[src/mac_bus_pkg.sv]
`default_nettype none

package mac_bus_pkg;

  // ============================================================
  // Processor bus widths
  // ============================================================
  typedef logic [23:1] word_addr_t;  // Word address, A23..A1
  typedef logic [15:0] bus_data_t;   // D15..D0
  typedef logic [7:0]  byte_t;       // Peripheral register value
  typedef logic [2:0]  ipl_t;        // IPL2..IPL0, active low

  // Device hit by the current address
  typedef enum logic [2:0] {
    DEV_NONE, DEV_RAM, DEV_ROM, DEV_SCC, DEV_VIA, DEV_IWM, DEV_SCSI
  } dev_sel_t;

  // RAM start, overlay on / overlay off
  localparam logic [23:0] RAM_LOW_BASE  = 24'h000000;
  localparam logic [23:0] RAM_HIGH_BASE = 24'h600000;

  // Autovectored interrupt levels
  localparam ipl_t IPL_NONE = 3'b111;
  localparam ipl_t IPL_VIA  = 3'b110;  // Level 1
  localparam ipl_t IPL_SCC  = 3'b101;  // Level 2

endpackage

`default_nettype wire

[src/mac_reg_pkg.sv]
`default_nettype none

package mac_reg_pkg;

  // ============================================================
  // VIA register map, index is A12..A9
  // ============================================================
  typedef logic [3:0] via_reg_t;

  localparam via_reg_t VIA_PORTB = 4'h0;
  localparam via_reg_t VIA_DDRB  = 4'h2;
  localparam via_reg_t VIA_T2_LO = 4'h8;
  localparam via_reg_t VIA_T2_HI = 4'h9;
  localparam via_reg_t VIA_SR    = 4'hA;
  localparam via_reg_t VIA_ACR   = 4'hB;
  localparam via_reg_t VIA_IFR   = 4'hD;
  localparam via_reg_t VIA_IER   = 4'hE;
  localparam via_reg_t VIA_PORTA = 4'hF;

  typedef logic [6:0] via_irq_t;  // IFR / IER without bit 7

  // Interrupt flag positions
  localparam int INT_ONESEC   = 0;
  localparam int INT_VBLANK   = 1;
  localparam int INT_KEYREADY = 2;
  localparam int INT_KEYBIT   = 3;
  localparam int INT_KEYCLK   = 4;
  localparam int INT_T2       = 5;
  localparam int INT_T1       = 6;

  // ACR[4:2] shift register modes
  localparam logic [2:0] ACR_SR_EXT_IN = 3'b011;  // Shift in, external clock
  localparam logic [2:0] ACR_SR_OUT    = 3'b111;  // Shift out

  // ============================================================
  // SCC
  // ============================================================
  typedef logic [3:0] scc_reg_t;
  localparam logic [7:0] WR15_RESET = 8'hF8;

  // Port reset values, PA4 low = overlay on
  localparam logic [7:0] PORTA_RESET       = 8'h6F;
  localparam logic [7:0] PORTB_RESET       = 8'hFF;
  localparam int         PORTA_OVERLAY_BIT = 4;

endpackage

`default_nettype wire

[src/cpu_bus_if.sv]
`timescale 1ns/1ps
`default_nettype none

interface cpu_bus_if;
  import mac_bus_pkg::*;

  logic        via_accept;  // VIA cycle accepted, one clock
  logic        scc_accept;  // SCC cycle accepted, one clock
  logic        done;        // Peripheral cycle ends, ack falling
  logic        rw;          // 1 = read
  logic [12:1] reg_addr;    // Register select bits
  logic        uds_n;
  logic        lds_n;
  byte_t       wdata_hi;    // Peripherals sit on D15..D8

  modport ctrl (output via_accept, scc_accept, done, rw, reg_addr, uds_n, lds_n,
                wdata_hi);
  modport dev  (input via_accept, scc_accept, done, rw, reg_addr, uds_n, lds_n,
                wdata_hi);

endinterface

`default_nettype wire

[src/bus_ctrl.sv]
`timescale 1ns/1ps
`default_nettype none

module bus_ctrl (
  input  wire                     clk_cpu,
  input  wire                     reset,
  input  wire                     i_req,
  input  wire                     i_rw,
  input  mac_bus_pkg::word_addr_t i_addr,
  input  wire                     i_uds_n,
  input  wire                     i_lds_n,
  input  mac_bus_pkg::bus_data_t  i_wdata,
  input  wire                     i_overlay,
  input  mac_bus_pkg::byte_t      i_via_rdata,
  input  mac_bus_pkg::byte_t      i_scc_rdata,
  input  wire                     i_via_irq,
  input  wire                     i_scc_irq,
  output logic                    o_ack,
  output mac_bus_pkg::bus_data_t  o_rdata,
  output mac_bus_pkg::ipl_t       o_ipl_n,
  output logic                    o_ram_cs,
  output logic                    o_rom_cs,
  cpu_bus_if.ctrl                 bus
);
  import mac_bus_pkg::*;

  typedef enum logic [1:0] {ST_IDLE, ST_ACK, ST_RELEASE} ack_state_t;

  ack_state_t state;
  dev_sel_t   dev_sel;  // Decoded from live address
  dev_sel_t   cyc_dev;  // Held for the whole cycle
  logic       accept;

  // ============================================================
  // Address decode, overlay moves RAM down to 0
  // ============================================================
  always_comb begin
    dev_sel = DEV_NONE;
    if (i_req) begin
      casez (i_addr[23:20])
        4'b00??: dev_sel = i_overlay ? DEV_RAM : DEV_ROM;
        4'b0100: if (!i_addr[17]) dev_sel = DEV_ROM;
        4'b0101: if (i_addr[19:12] == 8'h80) dev_sel = DEV_SCSI;
        4'b0110: if (!i_overlay) dev_sel = DEV_RAM;
        4'b10?1: dev_sel = DEV_SCC;       // Read and write halves
        4'b1101: dev_sel = DEV_IWM;
        4'b1110: dev_sel = DEV_VIA;
        default: dev_sel = DEV_NONE;
      endcase
    end
  end

  assign o_ram_cs = (dev_sel == DEV_RAM);
  assign o_rom_cs = (dev_sel == DEV_ROM);

  // Four-phase handshake
  assign accept = (state == ST_IDLE) && i_req;
  assign o_ack  = (state != ST_IDLE);

  always_ff @(posedge clk_cpu) begin
    if (reset) begin
      state   <= ST_IDLE;
      cyc_dev <= DEV_NONE;
    end else begin
      case (state)
        ST_IDLE: if (i_req) begin
          state   <= ST_ACK;
          cyc_dev <= dev_sel;
        end
        ST_ACK:     state <= i_req ? ST_RELEASE : ST_IDLE;  // Master may stretch
        ST_RELEASE: if (!i_req) state <= ST_IDLE;
        default:    state <= ST_IDLE;
      endcase
    end
  end

  // Peripheral side
  assign bus.via_accept = accept && (dev_sel == DEV_VIA);
  assign bus.scc_accept = accept && (dev_sel == DEV_SCC);
  assign bus.done       = o_ack && !i_req && (cyc_dev == DEV_SCC || cyc_dev == DEV_VIA);
  assign bus.rw         = i_rw;
  assign bus.reg_addr   = i_addr[12:1];
  assign bus.uds_n      = i_uds_n;
  assign bus.lds_n      = i_lds_n;
  assign bus.wdata_hi   = i_wdata[15:8];

  // Read mux, 8-bit devices on the high byte
  always_comb begin
    case (cyc_dev)
      DEV_VIA: o_rdata = {i_via_rdata, 8'hEF};
      DEV_SCC: o_rdata = {i_scc_rdata, 8'hEF};
      default: o_rdata = '0;
    endcase
  end

  // VIA wins over SCC
  assign o_ipl_n = i_via_irq ? IPL_VIA : i_scc_irq ? IPL_SCC : IPL_NONE;

endmodule

`default_nettype wire

[src/mac_via.sv]
`timescale 1ns/1ps
`default_nettype none

module mac_via #(
  parameter int TIMER_DIV_BITS  = 5,   // Timer tick every 2^n clocks
  parameter int VBLANKS_PER_SEC = 60
) (
  input  wire                clk_cpu,
  input  wire                reset,
  cpu_bus_if.dev             bus,
  input  wire                i_vsync,
  input  mac_bus_pkg::byte_t i_kbd_data,
  input  wire                i_kbd_strobe,
  output mac_bus_pkg::byte_t o_rdata,
  output logic               o_irq,
  output logic               o_overlay,
  output mac_bus_pkg::byte_t o_kbd_data,
  output logic               o_kbd_strobe
);
  import mac_bus_pkg::*;
  import mac_reg_pkg::*;

  localparam int VCNT_W = $clog2(VBLANKS_PER_SEC);

  via_reg_t                  reg_idx;
  byte_t                     wdata;
  byte_t                     porta, portb, acr, sr, t2_latch_lo;
  logic                      ddrb0;
  via_irq_t                  ifr, ier;
  logic [15:0]               t2_count;
  logic                      t2_armed;
  logic [TIMER_DIV_BITS-1:0] div_cnt;
  logic [VCNT_W-1:0]         vsync_cnt;
  logic [1:0]                vsync_q;
  logic                      wr_en, rd_en, load_t2, sr_wr, kbd_load, tick, vblank_fall;

  assign reg_idx     = bus.reg_addr[12:9];
  assign wdata       = bus.wdata_hi;
  assign wr_en       = bus.via_accept && !bus.uds_n && !bus.rw;  // VIA on upper byte only
  assign rd_en       = bus.via_accept && !bus.uds_n && bus.rw;
  assign load_t2     = wr_en && (reg_idx == VIA_T2_HI);
  assign sr_wr       = wr_en && (reg_idx == VIA_SR);
  assign kbd_load    = i_kbd_strobe && (acr[4:2] == ACR_SR_EXT_IN);
  assign tick        = (div_cnt == '0);
  assign vblank_fall = vsync_q[1] && !vsync_q[0];

  // ============================================================
  // Control registers and flags
  // ============================================================
  always_ff @(posedge clk_cpu) begin
    if (reset) begin
      porta        <= PORTA_RESET;
      portb        <= PORTB_RESET;
      ddrb0        <= 1'b1;
      acr          <= '0;
      ifr          <= '0;
      ier          <= '0;
      t2_armed     <= 1'b0;
      div_cnt      <= '0;
      vsync_cnt    <= '0;
      vsync_q      <= '0;
      o_kbd_strobe <= 1'b0;
    end else begin
      div_cnt      <= div_cnt + 1'b1;  // Free running prescaler
      vsync_q      <= {vsync_q[0], i_vsync};
      o_kbd_strobe <= sr_wr && (acr[4:2] == ACR_SR_OUT);
      if (wr_en) begin
        case (reg_idx)
          VIA_PORTB: portb <= wdata;
          VIA_DDRB:  ddrb0 <= wdata[0];
          VIA_T2_HI: begin           // Arms timer, clears old flag
            t2_armed    <= 1'b1;
            ifr[INT_T2] <= 1'b0;
          end
          VIA_SR:    if (acr[4:2] == ACR_SR_OUT) ifr[INT_KEYREADY] <= 1'b1;
          VIA_ACR:   acr <= wdata;
          VIA_IFR:   ifr <= ifr & ~wdata[6:0];  // Write 1 to clear
          VIA_IER:   ier <= wdata[7] ? (ier | wdata[6:0]) : (ier & ~wdata[6:0]);
          VIA_PORTA: porta <= wdata;
          default:   ;
        endcase
      end
      if (rd_en) begin
        case (reg_idx)          // Read side effects
          VIA_PORTB: ifr[INT_KEYCLK:INT_KEYBIT] <= 2'b00;
          VIA_T2_LO: ifr[INT_T2] <= 1'b0;
          VIA_SR:    ifr[INT_KEYREADY] <= 1'b0;
          VIA_PORTA: ifr[INT_VBLANK:INT_ONESEC] <= 2'b00;
          default:   ;
        endcase
      end
      // Vertical blank and one-second tick
      if (vblank_fall) begin
        ifr[INT_VBLANK] <= 1'b1;
        vsync_cnt       <= vsync_cnt + 1'b1;
        if (vsync_cnt == VCNT_W'(VBLANKS_PER_SEC - 1)) begin
          ifr[INT_ONESEC] <= 1'b1;
          vsync_cnt       <= '0;
        end
      end
      if (tick && !load_t2 && t2_armed && t2_count == '0) begin
        ifr[INT_T2] <= 1'b1;     // One shot
        t2_armed    <= 1'b0;
      end
      if (kbd_load) ifr[INT_KEYREADY] <= 1'b1;
      ifr[INT_T1] <= 1'b0;       // No timer 1
    end
  end

  // Timer 2 count, latch and shift register data
  always_ff @(posedge clk_cpu) begin
    if (wr_en && reg_idx == VIA_T2_LO) t2_latch_lo <= wdata;
    if (load_t2) t2_count <= {wdata, t2_latch_lo};
    else if (tick) t2_count <= t2_count - 1'b1;
    if (sr_wr) sr <= wdata;
    if (kbd_load) sr <= i_kbd_data;   // Byte from keyboard
  end

  // Register read mux
  always_comb begin
    case (reg_idx)
      VIA_PORTB: o_rdata = portb;
      VIA_DDRB:  o_rdata = {7'b1000011, ddrb0};
      4'h3:      o_rdata = 8'h7F;                      // DDRA fixed
      VIA_T2_LO: o_rdata = t2_count[7:0];
      VIA_T2_HI: o_rdata = t2_count[15:8];
      VIA_SR:    o_rdata = sr;
      VIA_ACR:   o_rdata = acr;
      VIA_IFR:   o_rdata = {|(ifr & ier), ifr};        // Bit 7 = any enabled
      VIA_IER:   o_rdata = {1'b0, ier};
      VIA_PORTA: o_rdata = {1'b1, porta[6:0]};         // SCC wait/req high
      default:   o_rdata = '0;
    endcase
  end

  assign o_irq      = |(ifr & ier);
  assign o_overlay  = ~porta[PORTA_OVERLAY_BIT];
  assign o_kbd_data = sr;

endmodule

`default_nettype wire

[src/scc_mouse.sv]
`timescale 1ns/1ps
`default_nettype none

module scc_mouse (
  input  wire                clk_cpu,
  input  wire                reset,
  cpu_bus_if.dev             bus,
  input  wire                i_mouse_x1,
  input  wire                i_mouse_y1,
  output mac_bus_pkg::byte_t o_rdata,
  output logic               o_irq
);
  import mac_bus_pkg::*;
  import mac_reg_pkg::*;

  // Channel index 1 = A (mouse X), 0 = B (mouse Y)
  logic [1:0] rs;                // A2 data/cmd, A1 channel
  byte_t      wdata;
  scc_reg_t   rindex, rindex_latch;
  byte_t      wr15 [2];          // Bit 3 DCD interrupt enable
  byte_t      wr1 [2];           // Bit 0 external interrupt enable
  logic [5:0] wr9;               // Bit 3 master interrupt enable
  logic [1:0] mouse, dcd_latch, latch_open, ex_irq_ip;
  logic [1:0] wreg, do_extreset, dcd_ip, do_latch, chan_reset;
  logic       scc_wr, wr9_wr, reset_scc;
  byte_t      rr0, rr2_b, rr3_a;
  logic [2:0] vec_stat;

  assign rs     = bus.reg_addr[2:1];
  assign wdata  = bus.wdata_hi;
  assign mouse  = {i_mouse_x1, i_mouse_y1};
  assign scc_wr = bus.scc_accept && (!bus.uds_n || !bus.lds_n) && !bus.rw && !rs[1];
  assign wr9_wr = scc_wr && (rindex == 4'd9);   // WR9 shared by both channels

  // Hardware reset from WR9 acts like the reset pin
  assign reset_scc = reset || (wr9_wr && wdata[7:6] == 2'b11);

  always_comb begin
    for (int i = 0; i < 2; i++) begin
      wreg[i]        = scc_wr && (rs[0] == i[0]);
      do_extreset[i] = wreg[i] && (rindex == '0) && (wdata[5:3] == 3'b010);
      dcd_ip[i]      = (mouse[i] != dcd_latch[i]) && wr15[i][3];
      do_latch[i]    = latch_open[i] && dcd_ip[i];
      chan_reset[i]  = reset_scc || (wr9_wr && wdata[7:6] == (2'b01 << i));
    end
  end

  // ============================================================
  // Write registers
  // ============================================================
  always_ff @(posedge clk_cpu) begin
    if (reset) begin
      wr9 <= '0;
    end else if (wr9_wr) begin
      wr9 <= wdata[5:0];
    end
    for (int i = 0; i < 2; i++) begin
      if (chan_reset[i]) wr1[i] <= {2'b00, wr1[i][5], 2'b00, wr1[i][2], 2'b00};  // Keep 5, 2
      else if (wreg[i] && rindex == 4'd1) wr1[i] <= wdata;
    end
  end

  // Pointer applies once the cycle ends
  always_ff @(posedge clk_cpu) begin
    if (reset) rindex <= '0;
    else if (bus.done) rindex <= rindex_latch;
  end

  always_ff @(posedge clk_cpu) begin
    if (reset_scc) begin
      rindex_latch <= '0;
      ex_irq_ip    <= '0;
      latch_open   <= 2'b11;
      dcd_latch    <= '0;
      wr15[0]      <= WR15_RESET;
      wr15[1]      <= WR15_RESET;
    end else begin
      // Any command access drops back to register 0
      if (bus.scc_accept && !rs[1]) begin
        rindex_latch <= '0;
        if (!bus.rw && rindex == '0) rindex_latch <= {wdata[5:3] == 3'b001, wdata[2:0]};
      end
      for (int i = 0; i < 2; i++) begin
        if (wreg[i] && rindex == 4'd15) wr15[i] <= wdata;
        if (do_extreset[i]) begin        // Reset ext/status reopens latch
          latch_open[i] <= 1'b1;
          ex_irq_ip[i]  <= 1'b0;
        end else if (do_latch[i]) begin
          latch_open[i] <= 1'b0;
          if (wr1[i][0]) ex_irq_ip[i] <= 1'b1;
        end
        if (do_latch[i]) dcd_latch[i] <= mouse[i];
      end
    end
  end

  // ============================================================
  // Read registers
  // ============================================================
  assign rr0      = {4'b0100, wr15[rs[0]][3] ? dcd_latch[rs[0]] : mouse[rs[0]], 3'b100};
  assign vec_stat = ex_irq_ip[1] ? 3'b101 : ex_irq_ip[0] ? 3'b001 : 3'b011;
  assign rr2_b    = {4'b0000, vec_stat, 1'b0};
  assign rr3_a    = {4'b0000, ex_irq_ip[1], 2'b00, ex_irq_ip[0]};

  always_comb begin
    case (rindex)
      4'd0:    o_rdata = rr0;
      4'd2:    o_rdata = rs[0] ? 8'h00 : rr2_b;  // Status only on B
      4'd3:    o_rdata = rs[0] ? rr3_a : 8'h00;  // Pending only on A
      default: o_rdata = '0;
    endcase
  end

  assign o_irq = wr9[3] && (|ex_irq_ip);

endmodule

`default_nettype wire

[src/mac_io.sv]
`timescale 1ns/1ps
`default_nettype none

module mac_io #(
  parameter int TIMER_DIV_BITS  = 5,
  parameter int VBLANKS_PER_SEC = 60
) (
  input  wire                     clk_cpu,
  input  wire                     reset,
  // Processor bus
  input  wire                     i_req,
  input  wire                     i_rw,
  input  mac_bus_pkg::word_addr_t i_addr,
  input  wire                     i_uds_n,
  input  wire                     i_lds_n,
  input  mac_bus_pkg::bus_data_t  i_wdata,
  output logic                    o_ack,
  output mac_bus_pkg::bus_data_t  o_rdata,
  output mac_bus_pkg::ipl_t       o_ipl_n,
  output logic                    o_ram_cs,
  output logic                    o_rom_cs,
  // Video, mouse, keyboard
  input  wire                     i_vsync,
  input  wire                     i_mouse_x1,
  input  wire                     i_mouse_y1,
  input  mac_bus_pkg::byte_t      i_kbd_data,
  input  wire                     i_kbd_strobe,
  output mac_bus_pkg::byte_t      o_kbd_data,
  output logic                    o_kbd_strobe
);
  import mac_bus_pkg::*;

  byte_t via_rdata, scc_rdata;
  logic  via_irq, scc_irq, overlay;

  cpu_bus_if bus_if ();

  // ============================================================
  // Decoder, VIA, SCC
  // ============================================================
  bus_ctrl bus_ctrl_i (
    .clk_cpu, .reset, .i_req, .i_rw, .i_addr, .i_uds_n, .i_lds_n, .i_wdata,
    .i_overlay(overlay), .i_via_rdata(via_rdata), .i_scc_rdata(scc_rdata),
    .i_via_irq(via_irq), .i_scc_irq(scc_irq),
    .o_ack, .o_rdata, .o_ipl_n, .o_ram_cs, .o_rom_cs, .bus(bus_if.ctrl)
  );

  mac_via #(.TIMER_DIV_BITS(TIMER_DIV_BITS), .VBLANKS_PER_SEC(VBLANKS_PER_SEC)) mac_via_i (
    .clk_cpu, .reset, .bus(bus_if.dev), .i_vsync, .i_kbd_data, .i_kbd_strobe,
    .o_rdata(via_rdata), .o_irq(via_irq), .o_overlay(overlay), .o_kbd_data, .o_kbd_strobe
  );

  scc_mouse scc_mouse_i (
    .clk_cpu, .reset, .bus(bus_if.dev), .i_mouse_x1, .i_mouse_y1,
    .o_rdata(scc_rdata), .o_irq(scc_irq)
  );

endmodule

`default_nettype wire

[config.mk]
export PLATFORM = sky130hd
export DESIGN_NAME = mac_io
export DESIGN_NICKNAME = d
export VERILOG_FILES = /design/src/mac_bus_pkg.sv /design/src/mac_reg_pkg.sv /design/src/cpu_bus_if.sv /design/src/bus_ctrl.sv /design/src/mac_via.sv /design/src/scc_mouse.sv /design/src/mac_io.sv
export SDC_FILE = /design/constraint.sdc
export NUM_CORES = 1
export LEC_CHECK = 0
export BUFFER_PORTS_ARGS = -buffer_cell sky130_fd_sc_hd__clkbuf_2
export CAP_MARGIN = 30
export CORE_UTILIZATION = 50
export CTS_BUF_LIST = sky130_fd_sc_hd__clkbuf_16
export DETAILED_ROUTE_END_ITERATION = 16
export PLACE_DENSITY = 0.74
export SYNTH_ARGS = -nofsm -noshare
export SYNTH_HDL_FRONTEND = slang
export SYNTH_SLANG_ARGS = --single-unit
[constraint.sdc]
create_clock -name clk_cpu -period 2.53 [get_ports clk_cpu]
set_input_delay 0.253 -clock clk_cpu [delete_from_list [all_inputs] [get_ports clk_cpu]]
set_output_delay 0.253 -clock clk_cpu [all_outputs]
set_load 0.02 [all_outputs]
==> summary.md, run 1 <==
| Metric | Value |
|---|---|
| Gr ovfl total | 0 |
| Top cells by area, synth | dfxtp_1 24%, edfxtp_1 18%, mux2i_1 5.2% |
| Worst hold slack | 0.121 ns |
| Crit path time final | 2.43 ns |
| P&R area growth vs syn | 14.2% |
| Crit-path max FO | 2 |
| CTS sink cnt | 108 |
| Nets | 759 |
| Largest net degree at the start of global routing | 35 |
| Slew headroom | 55.8% |
| VDD IR max | about 0.73 mV |
| 1st-iter DRT viols | 591 |
| Fmax | 412 MHz |
| Die Ht | 111 um |
| CTS resizes | 0 |
| Ports | 88 |
| Main combinational cell family by area after synthesis | simple AND/OR/NAND/NOR gates |
| Crit. End Element | output port |
| Adder-cell share of the synthesized area | 0.846% |
| Simple-Gate Fraction of Synth Area | 23.2% |
| H-Tree Depth | 3 |
| Most frequent cells in the layout | 72 x dfxtp_1, 71 x clkbuf_2, 66 x nor2_1, 54 x nand2_1, 36 x edfxtp_1 |
| Final hold violation count | 0 |
| Status | complete, no violations |
| Max Cap Viol | 0 |
| Synth Area in XOR/XNOR | around 3.8% |
| Avg Inst Size Synth | slightly above 9 um^2 |
| Per-cell routed wire length | 19.6 um |
| Worst skew pair latency | 0.36 ns |
| Ant diodes | 0 |
| CTS tree | done |
| First-pass DRT Iterations | 5 |
| Largest buffer count on any clock path | 2 |
| Post-synthesis register bit count | 108 |
| Setup CP Type | reg -> out |
| First-pass GRT wire length | roughly 27000 um |
| Worst Tran Pin Value | 0.663 ns |
| Post-synthesis net count | 699 |
| Synth Flop Type | dfxtp_1 |
| Final Cell Area | 6760 um^2 |
| Die ar. | 12300 um^2 |
| RSZ-0062 raised after global routing | no |
| Rows | 39 |
| Gpl congestion | 0.935 |
| Root buf cell | clkbuf_16 |
| YS warnings | 0 |
| Netlist cell types | 75 |
| Mux share of post-synthesis cell area | approximately 8.1% |
| Initial antenna violation count | 0 |
| Core Box Area | 11500 um^2 |
| Compound-Gate Fraction of Synth Area | 15.8% |
| Final core utilization | 58.9% |
| Drt total wl | 16600 um |
| FFs w/ async S/R, synth | 0% |
| CTS Buf Count | 9 |
| Final setup viols | 0 |
| PortBufs | 71 |
| CTS clk-pin slew, worst paths | about 0.070 ns |
| Synthesized area | 5920 um^2 |
| Vias in the first global route | 4961 |
| Cell Pwr Density | 570 nW/um^2 |
| Die width | between 100 and 150 um |
| Pins Over Slew Limit | 0 |
| WP data arrival | 2.17 ns |
| Final cell count without fillers | 846 |
| Biggest area consumer among synthesized cells | dfxtp_1 |
| Post-route DRC | 0 |
| Hold buffer count at CTS | 0 |
| Setup Skew | 0.00730 ns |
| Setup TNS | 0 ns |
| EDFF count, synth | 36 |
| Yosys top cell area share | between 20% and 30% |
| Crit start category | flip-flop |
| Via density | 6.21 |
| Tot Pwr | about 3.9 mW |
| Post-Place Cells | 830 |
| Most common cell after layout, fill and taps aside | dfxtp_1 |
| Setup repair bufs after CTS | 0 |
| Vias | 5253 |
| Req. time, crit path | about 2.3 ns |
| Worst setup margin | 0.103 ns |
| Crit share post-route | 95.9% |
| Pleak | 2.64 nW |
| Final HPWL DP | between 10000 and 15000 um |
| Tot GR Track Use | 27.6% |
| Post-route ant nets | 0 |
| Initial Util | roughly 52% |
| Gate Count Post-Synth | between 600 and 700 |
| Placed Area | between 6000 and 7000 um^2 |
| Class of the worst hold path | in -> reg |
| Layout cells sized above 1 | 21.9% |
| Place WS | roughly 0.14 ns |
| Seq/Total Area, Yosys | 42.6% |
## synth_stat cells (8+ instances only)
cell      count
nor2_1       66
and3_1        9
inv_1        13
nand4_1      14
dfxtp_1      72
nand2b_1      8
mux2i_1      31
nand3b_1      9
nor2b_1      16
a211oi_1     10
o21ai_0      13
edfxtp_1     36
nor3_1       15
mux2_2       13
a21oi_1      27
a211o_1       9
a22oi_1       8
nand3_1      15
nand2_1      54
clkbuf_1     37
xor2_1       12
xnor2_1      14
o31ai_1       8
buf_4        10
## path summary, 6_finish.rpt
| check | cells after the start | to | start | slack, ns |
|---|---|---|---|---|
| worst min register to register | 2 | bus_ctrl_i.cyc_dev[2] | bus_ctrl_i.cyc_dev[2] | 0.46 |
| worst min-delay path | 2 | mac_via_i.vsync_q[0] | i_vsync | 0.12 |
| worst max-delay path | 5 | o_rdata[11] | mac_via_i.o_kbd_data[3] | 0.10 |
| worst max register to register | 8 | mac_via_i.porta[1] | bus_ctrl_i.state[1] | 0.14 |
## metal layers
metal  up-vias  global-route usage (%)  part of all wire, %
li1       2449                       -                    -
met1      2504                    37.0                   43
met2       263                    42.9                   46
met3        37                    7.55                  8.5
met4         0                    9.24                  2.7
met5         -                       0                    0
## power breakdown
| part | switching [mW] | leakage, nW | internal, mW |
|---|---|---|---|
| Combinational | 0.310 | 1.59 | 0.227 |
| Sequential | 0.0955 | 0.924 | 1.89 |
| Clock | 0.655 | 0.130 | 0.672 |
| Total | 1.06 | 2.64 | 2.79 |
## state kept, by name, summed over array words and instances (netlist names), 3 cells and up, named ones only
name,flops
scc_mouse_i.rindex,4
mac_via_i.portb,8
mac_via_i.porta,7
mac_via_i.t2_count,16
mac_via_i.o_kbd_data,8
mac_via_i.t2_latch_lo,8
mac_via_i.div_cnt,5
bus_ctrl_i.cyc_dev,3
mac_via_i.ifr,6
scc_mouse_i.rindex_latch,4
mac_via_i.vsync_cnt,6
mac_via_i.acr,8
## logic make-up (layout without fill, tap and decap cells)
group,count (synthesis),count (layout)
compound gates,129,129
mux,45,45
simple gates,253,253
flops,108,108
xor+xnor,26,26
buf+inv,71,136
other cells,2,2
fa+ha+maj,4,4
## cell type report
class                           count  area (um^2)
Fill cell                         966         4710
Multi-Input combinational cell    459         3080
Tap cell                          143          179
Sequential cell                   108         2520
Inverter                           14         52.6
Clock buffer                        9          225
Timing Repair Buffer              106          643
Clock inverter                      7         50.0
## critical path, stage by stage (launching register included)
cell	delay, ns
edfxtp_1	0.45
mux2_2	0.29
a32o_1	0.23
a222oi_1	0.51
o22ai_1	0.16
clkbuf_2	0.19
(Power assumes the default switching activity.)
==> run 2: changes to the inputs <==
Settings changed: BUFFER_PORTS_ARGS -buffer_cell sky130_fd_sc_hd__clkbuf_2 to -buffer_cell sky130_fd_sc_hd__buf_2, SKIP_CTS_REPAIR_TIMING set to 1.
==> summary.md, run 2 (synthesis results as in run 1) <==
| Metric | Value |
|---|---|
| Crit path time final | 2.50 ns (+0.0777 ns) |
| VDD IR max | 0.464 mV (-36%) |
| Worst Tran Pin Value | 0.823 ns (+0.161 ns) |
| 1st-iter DRT viols | 575 (-2.7%) |
| Placed Area | 6460 um^2 (-0.23%) |
| Ant diodes | 0 (unchanged) |
| Post-route DRC | 0 (unchanged) |
| Die ar. | 12300 um^2 (unchanged) |
| Crit. End Element | output port |
| Vias | 5267 (+0.27%) |
| Pleak | 2.65 nW (+0.49%) |
| Initial Util | 51.6% (unchanged) |
| Max FFs per register | 16 (unchanged) |
| Final Cell Area | 6770 um^2 (+0.20%) |
| Gpl congestion | 0.959 (+2.6%) |
| First-pass DRT Iterations | 5 (unchanged) |
| Most flop-heavy register | mac_via_i.t2_count |
| Worst path slowest cell | a222oi_1 |
| CTS sink cnt | 108 (unchanged) |
| Tot GR Track Use | 27.1% (-0.48 points) |
| Register-to-register setup slack | 0.13 ns (about the same) |
| CTS Buf Count | 9 (unchanged) |
| Setup Skew | 0.00699 ns (-0.000310 ns) |
| Req. time, crit path | 2.28 ns (about the same) |
| Core Box Area | 11500 um^2 (unchanged) |
| Slew headroom | 45.1% (-11 points) |
| CTS clk-pin slew, worst paths | 0.07 ns (about the same) |
| WP data arrival | 2.25 ns (+0.08 ns) |
| CP peak stage delay | 0.55 ns (+0.04 ns) |
| CP bufs+invs | 1 (unchanged) |
| Class of the worst hold path | in -> reg |
| Largest net degree at the start of global routing | 44 (+26%) |
| Die width | 111 um (unchanged) |
| First-pass GRT wire length | 26300 um (-1.1%) |
| Gr ovfl total | 0 (unchanged) |
| Crit start category | flip-flop |
| Per-cell routed wire length | 19.4 um (-0.85%) |
| Worst setup margin | 0.0255 ns (-0.0777 ns) |
| CTS tree | done |
| Status | complete, no violations |
| Crit share post-route | 99.0% (+3.1 points) |
| Post-route ant nets | 0 (unchanged) |
| Place WS | 0.0941 ns (-0.0416 ns) |
| Worst skew pair latency | 0.35 ns (about the same) |
| Pins Over Slew Limit | 0 (unchanged) |
| Most frequent cells in the layout | 72 x dfxtp_1, 72 x buf_2, 66 x nor2_1, 54 x nand2_1, 36 x edfxtp_1 |
| Final setup viols | 0 (unchanged) |
| Crit-path max FO | 2 (unchanged) |
| Cell Pwr Density | 582 nW/um^2 (+2.1%) |
| H-Tree Depth | 3 (unchanged) |
| Layout cells sized above 1 | 22.0% (+0.14 points) |
| Die Ht | 111 um (unchanged) |
| Max Cap Viol | 0 (unchanged) |
| Nets | 759 (unchanged) |
| Critical path, cell by cell | mux2_2 -> a32o_1 -> a222oi_1 -> o22ai_1 -> buf_2 |
| Via density | 6.23 (+0.27%) |
| P&R area growth vs syn | 14.4% |
| Ports | 88 (unchanged) |
| RSZ-0062 raised after global routing | no |
| Drt total wl | 16400 um (-0.85%) |
| Vias in the first global route | 5131 (+3.4%) |
| Fmax | 399 MHz (-3.1%) |
| Initial antenna violation count | 0 (unchanged) |
| Setup TNS | 0 ns (unchanged) |
| Final hold violation count | 0 (unchanged) |
| Largest buffer count on any clock path | 2 (unchanged) |
| PortBufs | 71 (unchanged) |
| Final HPWL DP | 11900 um (-1.1%) |
| Setup CP Type | reg -> out |
| CP top delay family | compound AO/OA/AOI/OAI gates |
| Root buf cell | clkbuf_16 |
| Rows | 39 (unchanged) |
==> run 2: cell types whose count changed in the layout (fill, tap and decap cells not counted), sizes merged <==
cell and delta:
bufinv +1, inv -1, clkinvlp -1, buf +71
clkinv +1, clkbuf -71
==> run 2: routing by layer <==
layer	vias to the layer above	GRT usage [%]	wire (um)
li1	2459	-	-
met1	2505	36.3	7070
met2	262	43.1	7570
met3	41	6.29	1400
met4	0	8.80	378
met5	-	0	0
==> run 2: cell type report <==
class                   instances  area (um^2)
multi-input cells             459         3090
flip-flops and latches        108         2520
clock inverters                 7         76.3
well taps                     143          179
inverters                      14         52.6
clock buffers                   9          225
fillers                       977         4700
repair buffers                106          628
==> run 2: power by group <==
part           switching [mW]  internal, mW
Combinational           0.298         0.219
Clock                   0.654         0.773
Sequential              0.104          1.89
Total                    1.06          2.89
==> run 2: path summary, 6_finish.rpt <==
path              depth (start not counted)                   end                     from
setup / recovery                          5           o_rdata[11]  mac_via_i.o_kbd_data[3]
hold / removal                            2  mac_via_i.vsync_q[0]                  i_vsync
setup reg to reg                          8    mac_via_i.porta[5]      bus_ctrl_i.state[1]
hold reg to reg                           2      mac_via_i.ifr[3]         mac_via_i.ifr[3]
==> run 2: worst register-to-register path, stage by stage, from the launching register on <==
cell,delay (ns)
dfxtp_1,0.36
or3b_4,0.45
nor4_2,0.27
buf_4,0.19
buf_4,0.21
and4_1,0.30
buf_4,0.19
nor2b_1,0.06
a211o_1,0.26
==> run 2: per-stage QoR <==
stage / total power, mW / hold WS, ns / instances / util (%)
after global routing: 4.08 / 0.114 / 846 / 59.0
after CTS: 3.94 / 0.110 / 846 / 59.0
final: 3.94 / 0.110 / 846 / 59.0
after global placement: 2.52 / 0.440 / 829 / 56.3
after detailed placement: 2.54 / 0.444 / 830 / 56.4
after floorplan: 2.35 / 0.352 / 638 / -
